## config.mk

```make
export PLATFORM = sky130hd
export DESIGN_NAME = mesm6_alu
export DESIGN_NICKNAME = d
export VERILOG_FILES = /design/src/mesm6_alu_pkg.sv /design/src/alu_unit_if.sv /design/src/alu_sequencer.sv /design/src/alu_count_add.sv /design/src/alu_shifter.sv /design/src/alu_bitfield.sv /design/src/mesm6_alu.sv
export SDC_FILE = /design/constraint.sdc
export NUM_CORES = 2
export LEC_CHECK = 0
export BUFFER_PORTS_ARGS = -buffer_cell sky130_fd_sc_hd__buf_2
export CAP_MARGIN = 25
export CORE_MARGIN = 5
export CORE_UTILIZATION = 25
export CTS_CLUSTER_SIZE = 28
export DETAILED_ROUTE_END_ITERATION = 10
export HOLD_SLACK_MARGIN = 0.02
export PLACE_DENSITY = 0.36
export SYNTH_ARGS = -nofsm -noshare
export SYNTH_HDL_FRONTEND = slang
export SYNTH_HIERARCHICAL = 1
export SYNTH_SLANG_ARGS = --single-unit
```

## constraint.sdc

```tcl
create_clock -name clk -period 7.5 [get_ports clk]
set_input_delay 0.75 -clock clk [delete_from_list [all_inputs] [get_ports clk]]
set_output_delay 0.75 -clock clk [all_outputs]
set_load 0.02 [all_outputs]
```

## src/mesm6_alu_pkg.sv

```systemverilog
package mesm6_alu_pkg;

    // Data path width of the unit.
    localparam int WORD_WIDTH = 48;

    // The exponent field of b doubles as the shift code.
    localparam int SHIFT_CODE_LSB = 41;
    localparam int SHIFT_ZERO     = 64;
    localparam int SHIFT_STEP     = 4;

    typedef logic [WORD_WIDTH-1:0]             word_t;
    typedef logic [WORD_WIDTH-1:SHIFT_CODE_LSB] shift_code_t;
    typedef logic [5:0]                        bit_count_t;

    // Operation code, held steady by the caller until done.
    typedef enum logic [3:0] {
        OP_NOP,
        OP_YTA,
        OP_AND,
        OP_OR,
        OP_XOR,
        OP_ARX,
        OP_ACX,
        OP_ANX,
        OP_SHIFT,
        OP_PACK,
        OP_UNPACK
    } alu_op_t;

    // First step of the count and add unit.
    typedef enum logic [1:0] {
        ARX,
        ACX,
        ANX
    } count_mode_t;

endpackage

```

## src/alu_unit_if.sv

```systemverilog
interface alu_unit_if
    import mesm6_alu_pkg::*;
();

    // Start pulse and operands, valid together for one cycle.
    logic  start;
    word_t a;
    word_t b;

    // Unit outputs, valid in the cycle done is high.
    word_t result;
    word_t y_res;
    logic  done;

    modport seq (
        output start,
        output a,
        output b,
        input  result,
        input  y_res,
        input  done
    );

    modport unit (
        input  start,
        input  a,
        input  b,
        output result,
        output y_res,
        output done
    );

endinterface

```

## src/alu_sequencer.sv

```systemverilog
module alu_sequencer
    import mesm6_alu_pkg::*;
(
    input  logic           clk,
    input  logic           rst_n,
    input  alu_op_t        op,
    input  logic           wy,
    input  word_t          a,
    input  word_t          b,
    output word_t          acc,
    output word_t          y,
    output logic           done,
    output count_mode_t    count_mode,
    alu_unit_if.seq        cnt_bus,
    alu_unit_if.seq        shf_bus,
    alu_unit_if.seq        bit_bus,
    output logic           bitfield_unpack
);

    typedef enum logic [1:0] {
        S_IDLE,
        S_WAIT,
        S_FINISHED
    } state_t;

    state_t state;
    logic   is_count;
    logic   is_shift;
    logic   is_field;
    logic   unit_done;
    word_t  unit_result;
    word_t  unit_y;

    assign is_count = op inside {OP_ARX, OP_ACX, OP_ANX};
    assign is_shift = (op == OP_SHIFT);
    assign is_field = op inside {OP_PACK, OP_UNPACK};

    // Start only from idle, so each unit sees a single pulse.
    assign cnt_bus.start = (state == S_IDLE) && is_count;
    assign shf_bus.start = (state == S_IDLE) && is_shift;
    assign bit_bus.start = (state == S_IDLE) && is_field;

    assign cnt_bus.a = a;
    assign cnt_bus.b = b;
    assign shf_bus.a = a;
    assign shf_bus.b = b;
    assign bit_bus.a = a;
    assign bit_bus.b = b;

    assign bitfield_unpack = (op == OP_UNPACK);

    always_comb begin
        case (op)
            OP_ACX:  count_mode = ACX;
            OP_ANX:  count_mode = ANX;
            default: count_mode = ARX;
        endcase
    end

    // Pick the bus of the unit that is working on the current op.
    always_comb begin
        if (is_count) begin
            unit_done   = cnt_bus.done;
            unit_result = cnt_bus.result;
            unit_y      = cnt_bus.y_res;
        end else if (is_shift) begin
            unit_done   = shf_bus.done;
            unit_result = shf_bus.result;
            unit_y      = shf_bus.y_res;
        end else begin
            unit_done   = bit_bus.done;
            unit_result = bit_bus.result;
            unit_y      = bit_bus.y_res;
        end
    end

    always_ff @(posedge clk or negedge rst_n) begin
        if (!rst_n) begin
            state <= S_IDLE;
            acc   <= '0;
            y     <= '0;
            done  <= 1'b0;
        end else if (op == OP_NOP) begin
            // Back to idle; Y may be written from a.
            state <= S_IDLE;
            done  <= 1'b0;
            if (wy) begin
                y <= a;
            end
        end else begin
            case (state)
                S_IDLE: begin
                    case (op)
                        OP_YTA: begin
                            acc   <= y;
                            done  <= 1'b1;
                            state <= S_FINISHED;
                        end
                        OP_AND: begin
                            acc   <= a & b;
                            y     <= '0;
                            done  <= 1'b1;
                            state <= S_FINISHED;
                        end
                        OP_OR: begin
                            acc   <= a | b;
                            y     <= '0;
                            done  <= 1'b1;
                            state <= S_FINISHED;
                        end
                        OP_XOR: begin
                            acc   <= a ^ b;
                            y     <= a;
                            done  <= 1'b1;
                            state <= S_FINISHED;
                        end
                        default: begin
                            if (is_count || is_shift || is_field) begin
                                state <= S_WAIT;
                            end
                        end
                    endcase
                end
                S_WAIT: begin
                    if (unit_done) begin
                        acc   <= unit_result;
                        y     <= unit_y;
                        done  <= 1'b1;
                        state <= S_FINISHED;
                    end
                end
                default: begin
                    // Result held until op returns to NOP.
                end
            endcase
        end
    end

endmodule

```

## src/alu_count_add.sv

```systemverilog
module alu_count_add
    import mesm6_alu_pkg::*;
(
    input  logic        clk,
    input  logic        rst_n,
    input  count_mode_t mode,
    alu_unit_if.unit    bus
);

    typedef enum logic [1:0] {
        S_IDLE,
        S_ADD_B,
        S_ADD_CARRY
    } state_t;

    state_t              state;
    logic [WORD_WIDTH:0] sum_q;
    word_t               b_q;
    word_t               y_q;
    bit_count_t          ones;
    bit_count_t          lzc;

    function automatic bit_count_t count_ones(word_t w);
        bit_count_t n;
        n = '0;
        for (int i = 0; i < WORD_WIDTH; i++) begin
            n = n + bit_count_t'(w[i]);
        end
        return n;
    endfunction

    // Full width when the word is zero.
    function automatic bit_count_t count_lz(word_t w);
        bit_count_t n;
        n = bit_count_t'(WORD_WIDTH);
        for (int i = 0; i < WORD_WIDTH; i++) begin
            if (w[i]) begin
                n = bit_count_t'(WORD_WIDTH - 1 - i);
            end
        end
        return n;
    endfunction

    assign ones = count_ones(bus.a);
    assign lzc  = count_lz(bus.a);

    always_ff @(posedge clk or negedge rst_n) begin
        if (!rst_n) begin
            state <= S_IDLE;
        end else begin
            case (state)
                S_IDLE: begin
                    if (bus.start) begin
                        state <= (mode == ARX) ? S_ADD_CARRY : S_ADD_B;
                    end
                end
                S_ADD_B:     state <= S_ADD_CARRY;
                default:     state <= S_IDLE;
            endcase
        end
    end

    always_ff @(posedge clk) begin
        if (state == S_IDLE && bus.start) begin
            b_q <= bus.b;
            case (mode)
                ACX: begin
                    sum_q <= {1'b0, word_t'(ones)};
                    y_q   <= '0;
                end
                ANX: begin
                    // Count plus one, and zero for a zero word.
                    sum_q <= (bus.a == '0) ? '0 : {1'b0, word_t'(lzc + 1'b1)};
                    y_q   <= bus.a << lzc;
                end
                default: begin
                    sum_q <= {1'b0, bus.a} + {1'b0, bus.b};
                    y_q   <= '0;
                end
            endcase
        end else if (state == S_ADD_B) begin
            sum_q <= {1'b0, sum_q[WORD_WIDTH-1:0]} + {1'b0, b_q};
        end
    end

    // End-around carry goes back into the low bit.
    assign bus.result = sum_q[WORD_WIDTH-1:0] + word_t'(sum_q[WORD_WIDTH]);
    assign bus.y_res  = y_q;
    assign bus.done   = (state == S_ADD_CARRY);

endmodule

```

## src/alu_shifter.sv

```systemverilog
module alu_shifter
    import mesm6_alu_pkg::*;
(
    input  logic     clk,
    input  logic     rst_n,
    alu_unit_if.unit bus
);

    typedef enum logic {
        S_IDLE,
        S_SHIFT
    } state_t;

    state_t      state;
    word_t       hi;
    word_t       lo;
    shift_code_t code;
    logic        at_zero;
    logic        go_right;
    logic [2:0]  step;

    assign at_zero  = (code == shift_code_t'(SHIFT_ZERO));
    assign go_right = (code > shift_code_t'(SHIFT_ZERO));

    // The odd remainder is taken first, then whole steps of four.
    always_comb begin
        if (code[SHIFT_CODE_LSB+1:SHIFT_CODE_LSB] == 2'd0) begin
            step = 3'(SHIFT_STEP);
        end else if (go_right) begin
            step = {1'b0, code[SHIFT_CODE_LSB+1:SHIFT_CODE_LSB]};
        end else begin
            step = 3'(SHIFT_STEP) - {1'b0, code[SHIFT_CODE_LSB+1:SHIFT_CODE_LSB]};
        end
    end

    always_ff @(posedge clk or negedge rst_n) begin
        if (!rst_n) begin
            state <= S_IDLE;
        end else if (state == S_IDLE) begin
            if (bus.start) begin
                state <= S_SHIFT;
            end
        end else if (at_zero) begin
            state <= S_IDLE;
        end
    end

    always_ff @(posedge clk) begin
        if (state == S_IDLE) begin
            if (bus.start) begin
                hi   <= bus.a;
                lo   <= '0;
                code <= bus.b[WORD_WIDTH-1:SHIFT_CODE_LSB];
            end
        end else if (!at_zero) begin
            if (go_right) begin
                // Acc bits fall into Y.
                {hi, lo} <= {hi, lo} >> step;
                code     <= code - shift_code_t'(step);
            end else begin
                {lo, hi} <= {lo, hi} << step;
                code     <= code + shift_code_t'(step);
            end
        end
    end

    assign bus.done   = (state == S_SHIFT) && at_zero;
    assign bus.result = hi;
    assign bus.y_res  = lo;

endmodule

```

## src/alu_bitfield.sv

```systemverilog
module alu_bitfield
    import mesm6_alu_pkg::*;
(
    input  logic     clk,
    input  logic     rst_n,
    input  logic     unpack,
    alu_unit_if.unit bus
);

    typedef enum logic [1:0] {
        S_IDLE,
        S_PACK,
        S_UNPACK
    } state_t;

    state_t     state;
    word_t      acc_q;
    word_t      src_q;
    word_t      mask_q;
    bit_count_t steps;
    logic       finish;

    // Pack ends with an empty mask, unpack after a full word of steps.
    assign finish = ((state == S_PACK) && (mask_q == '0)) ||
                    ((state == S_UNPACK) && (steps == '0));

    always_ff @(posedge clk or negedge rst_n) begin
        if (!rst_n) begin
            state <= S_IDLE;
        end else if (state == S_IDLE) begin
            if (bus.start) begin
                state <= unpack ? S_UNPACK : S_PACK;
            end
        end else if (finish) begin
            state <= S_IDLE;
        end
    end

    always_ff @(posedge clk) begin
        if (state == S_IDLE) begin
            if (bus.start) begin
                acc_q  <= '0;
                src_q  <= bus.a;
                mask_q <= bus.b;
                steps  <= bit_count_t'(WORD_WIDTH);
            end
        end else if (!finish) begin
            if (state == S_PACK) begin
                // Gather under set mask bits, low bit first.
                if (mask_q[0]) begin
                    acc_q <= {src_q[0], acc_q[WORD_WIDTH-1:1]};
                end
                mask_q <= mask_q >> 1;
                src_q  <= src_q >> 1;
            end else begin
                // Scatter from the top; source moves only on set bits.
                acc_q  <= {acc_q[WORD_WIDTH-2:0], src_q[WORD_WIDTH-1] & mask_q[WORD_WIDTH-1]};
                mask_q <= mask_q << 1;
                steps  <= steps - 1'b1;
                if (mask_q[WORD_WIDTH-1]) begin
                    src_q <= src_q << 1;
                end
            end
        end
    end

    assign bus.done   = finish;
    assign bus.result = acc_q;
    assign bus.y_res  = '0;

endmodule

```

## src/mesm6_alu.sv

```systemverilog
module mesm6_alu
    import mesm6_alu_pkg::*;
(
    input  logic    clk,
    input  logic    rst_n,
    input  alu_op_t op,
    input  logic    wy,
    input  word_t   a,
    input  word_t   b,
    output word_t   acc,
    output word_t   y,
    output logic    done
);

    count_mode_t count_mode;
    logic        bitfield_unpack;

    // One bus per multicycle unit.
    alu_unit_if cnt_bus ();
    alu_unit_if shf_bus ();
    alu_unit_if bit_bus ();

    alu_sequencer u_sequencer (
        .clk             (clk),
        .rst_n           (rst_n),
        .op              (op),
        .wy              (wy),
        .a               (a),
        .b               (b),
        .acc             (acc),
        .y               (y),
        .done            (done),
        .count_mode      (count_mode),
        .cnt_bus         (cnt_bus),
        .shf_bus         (shf_bus),
        .bit_bus         (bit_bus),
        .bitfield_unpack (bitfield_unpack)
    );

    alu_count_add u_count_add (
        .clk   (clk),
        .rst_n (rst_n),
        .mode  (count_mode),
        .bus   (cnt_bus)
    );

    alu_shifter u_shifter (
        .clk   (clk),
        .rst_n (rst_n),
        .bus   (shf_bus)
    );

    alu_bitfield u_bitfield (
        .clk    (clk),
        .rst_n  (rst_n),
        .unpack (bitfield_unpack),
        .bus    (bit_bus)
    );

endmodule

```

==> tab_implementation.tex <==
\begin{tabular}{lr}
\hline
Metric & Value \\
\hline
\multicolumn{2}{l}{\textbf{Cells and area}} \\
Ratio of cells with drive above 1 in the final layout & 15.1\% \\
Post-route core utilization & 27.3\% \\
Most common library cell in the layout ignoring fill and taps & sky130\_fd\_sc\_hd\_\_edfxtp\_1 \\
Highest-count cells in the layout ignoring fill and taps & sky130\_fd\_sc\_hd\_\_edfxtp\_1 (398), sky130\_fd\_sc\_hd\_\_mux2i\_1 (372), sky130\_fd\_sc\_hd\_\_nand2\_1 (343), sky130\_fd\_sc\_hd\_\_o21ai\_0 (316), sky130\_fd\_sc\_hd\_\_a21oi\_1 (295) \\
NumNets Final & 5,048 \\
Area Overhead vs Synth & 8.55\% \\
\multicolumn{2}{l}{\textbf{Floorplanning}} \\
Height of the die & 439 um \\
Die Outline Area & 193,000 um\^{}2 \\
Total number of placement rows & 157 \\
Number of ports placed on the die boundary & 200 \\
Core footprint & 183,000 um\^{}2 \\
Die span in x & 439 um \\
Effective utilization at floorplan & 25.1\% \\
\multicolumn{2}{l}{\textbf{Timing}} \\
Actual slew at the worst max-slew pin & 1390 ps \\
Clock period minus worst slack & 6150 ps \\
Maximum clock frequency & 163 MHz \\
Count of final hold-check violations & 0 \\
Pins Over Slew Limit & 0 \\
Ratio of final minimum period to clock period & 82.0\% \\
Count of final setup violators & 0 \\
Setup Total Neg Slack & 0 ps \\
RSZ-0062 raised after global routing & false \\
Worst clock skew & 37.7 ps \\
Slew Limit Headroom & 7.36\% \\
\multicolumn{2}{l}{\textbf{Placement}} \\
Detailed-placement wirelength estimate & 173 mm \\
Number of buffers inserted by port buffering & 199 \\
Final RePlAce weighted congestion & 0.922 \\
\multicolumn{2}{l}{\textbf{Critical path}} \\
Worst EP required & 7940 ps \\
Crit end category & register \\
Worst setup path class & in -> reg \\
Worst R2R Path Depth & 14 \\
Launching element type of the critical path & input port \\
Maximum net fanout on the critical path & 2 \\
Launching point of the worst reg2reg path & u\_count\_add/sum\_q[48] \\
Worst R2R End & u\_sequencer/acc[44] \\
CP Data Arrival Time & 6590 ps \\
R2r setup slk & 2300 ps \\
\multicolumn{2}{l}{\textbf{Global route}} \\
Initial antenna violation count & 19 \\
Wire length of the first global-routing pass & 323 mm \\
Overall overflow remaining after global route & 0 \\
Maximum number of pins on one net before global-route repair & 112 \\
Global-route usage over all layers & 23.4\% \\
Number of global-route vias before repair & 38,838 \\
\multicolumn{2}{l}{\textbf{Detailed routing}} \\
DRT Wirelength & 235 mm \\
Via-to-Cell Ratio & 5.58 \\
Detailed Routing Iterations Pass 1 & 5 \\
Detailed-route wire length per cell & 32.6 um \\
Number of routed nets with antenna violations & 0 \\
Via count & 40,284 \\
DR DRC count & 0 \\
Iteration-0 DRC Markers & 4,100 \\
\multicolumn{2}{l}{\textbf{CTS}} \\
Clock tree from TritonCTS & built \\
Clock sink count & 502 \\
Max Root-Sink Buffers & 3 \\
Clk\_lat worst skew & 700 ps \\
Count of H-tree levels built during CTS & 3 \\
Clock root cell & sky130\_fd\_sc\_hd\_\_clkbuf\_16 \\
Clock input transition at the sequential cells of the worst setup and hold paths & 60 ps \\
Number of clock buffers inserted by TritonCTS & 72 \\
Post-cts sizing count & 0 \\
\multicolumn{2}{l}{\textbf{Yosys}} \\
Instance count of the mapped netlist & 4,877 \\
Post-Synthesis Mean Instance Area & 9.45 um\^{}2 \\
Total number of yosys warnings & 6 \\
Synthesized cell area & 46,100 um\^{}2 \\
\multicolumn{2}{l}{\textbf{Worst hold path}} \\
Hold/Removal Path Class & in -> reg \\
Min-delay src & b[23] \\
Number of stages on the worst hold path & 1 \\
Worst Hold Path EP & u\_count\_add/b\_q[23] \\
\multicolumn{2}{l}{\textbf{Flow run}} \\
Maxcap violations & 0 \\
\multicolumn{2}{l}{\textbf{Power and ir drop}} \\
P per Cell Area & 347 nW/um\^{}2 \\
Leakage power & 20.4 nW \\
Max IR drop VDD & 0.000348 V \\
\multicolumn{2}{l}{\textbf{Status}} \\
Run status & finished, final reports clean \\
\hline
\end{tabular}
how the worst max path moves through the flow:
stage,from,to,cells after the start
3_5_place_dp,a[35],u_count_add/sum_q[4],22
2_1_floorplan,op[2],u_shifter/state,8
4_1_cts,a[35],u_count_add/sum_q[4],22
5_1_grt,a[35],u_count_add/sum_q[4],22
6_report,a[35],u_count_add/sum_q[4],22
3_3_place_gp,a[35],u_count_add/sum_q[4],22
registers in the layout, indices dropped and copies added, names as in the netlist:
name,cells
u_bitfield/bus.result,48
u_bitfield/steps,6
u_count_add/sum_q,49
u_shifter/code,7
u_count_add/bus.y_res,48
u_sequencer/state,2
u_bitfield/src_q,48
u_shifter/bus.y_res,48
u_shifter/state,1
u_shifter/bus.result,48
u_sequencer/y,48
u_bitfield/state,2
u_sequencer/acc,48
u_bitfield/mask_q,48
u_count_add/b_q,48
u_sequencer/done,1
u_count_add/state,2
layout make-up:
class,count,area (um^2)
antenna,6,15.0
clock buffer,96,2050
clock inverter,37,256
fill,19520,133000
inverter,262,990
multi-input combinational,3519,27000
sequential,502,14600
tap,2464,3080
timing repair buffer,327,2050
power by group:
part	switching (mW)	internal (mW)	leakage, nW	total (mW)
registers	0.769	3.70	5.31	4.47
logic	5.90	3.50	14.0	9.40
clock network	1.50	1.99	1.14	3.49
total	8.17	9.19	20.4	17.4
through the flow:
step | setup slack, ps | instance area [um^2] | cells | power, mW | hold WS (ps)
final | 1350 | 50000 | 7213 | 17.4 | 394
after global routing | 1100 | 50000 | 7208 | 18.2 | 379
after CTS | 1450 | 49900 | 7202 | 17.4 | 355
after detailed placement | 640 | 47600 | 7068 | 13.8 | 495
after global placement | 642 | 47600 | 7066 | 13.9 | 490
after floorplan | 563 | 46300 | 4924 | 10.7 | 454
what timing repair did:
action | 4_1_cts | 5_1_grt
buffers inserted | 0 | 0
endpoints found under the hold margin | 41 | 0
hold buffers | 1 | 0
critical path, cell delays in order:
cell and delay [ps]:
sky130_fd_sc_hd__buf_2 90, sky130_fd_sc_hd__inv_1 50, sky130_fd_sc_hd__fa_1 530, sky130_fd_sc_hd__inv_1 180, sky130_fd_sc_hd__fa_1 760, sky130_fd_sc_hd__inv_1 120
sky130_fd_sc_hd__fa_1 500, sky130_fd_sc_hd__inv_1 60, sky130_fd_sc_hd__fa_1 490, sky130_fd_sc_hd__inv_1 50, sky130_fd_sc_hd__fa_1 460, sky130_fd_sc_hd__fa_1 480
sky130_fd_sc_hd__fa_1 490, sky130_fd_sc_hd__inv_1 40, sky130_fd_sc_hd__ha_1 200, sky130_fd_sc_hd__fa_1 400, sky130_fd_sc_hd__a21o_1 170, sky130_fd_sc_hd__a21oi_1 180
sky130_fd_sc_hd__xnor2_1 90, sky130_fd_sc_hd__a221o_1 340, sky130_fd_sc_hd__o21ai_0 70, sky130_fd_sc_hd__a21oi_1 90
metal layers:
metal / up-vias / share of wire (%) / GRT usage (%)
met4: 8 / 5.1 / 10.3
met3: 355 / 6.4 / 3.94
met5: - / 0.023 / 0
li1: 17685 / - / -
met1: 20618 / 43 / 31.2
met2: 1618 / 45 / 37.2
Note: power is estimated with default switching activity, not from simulation.
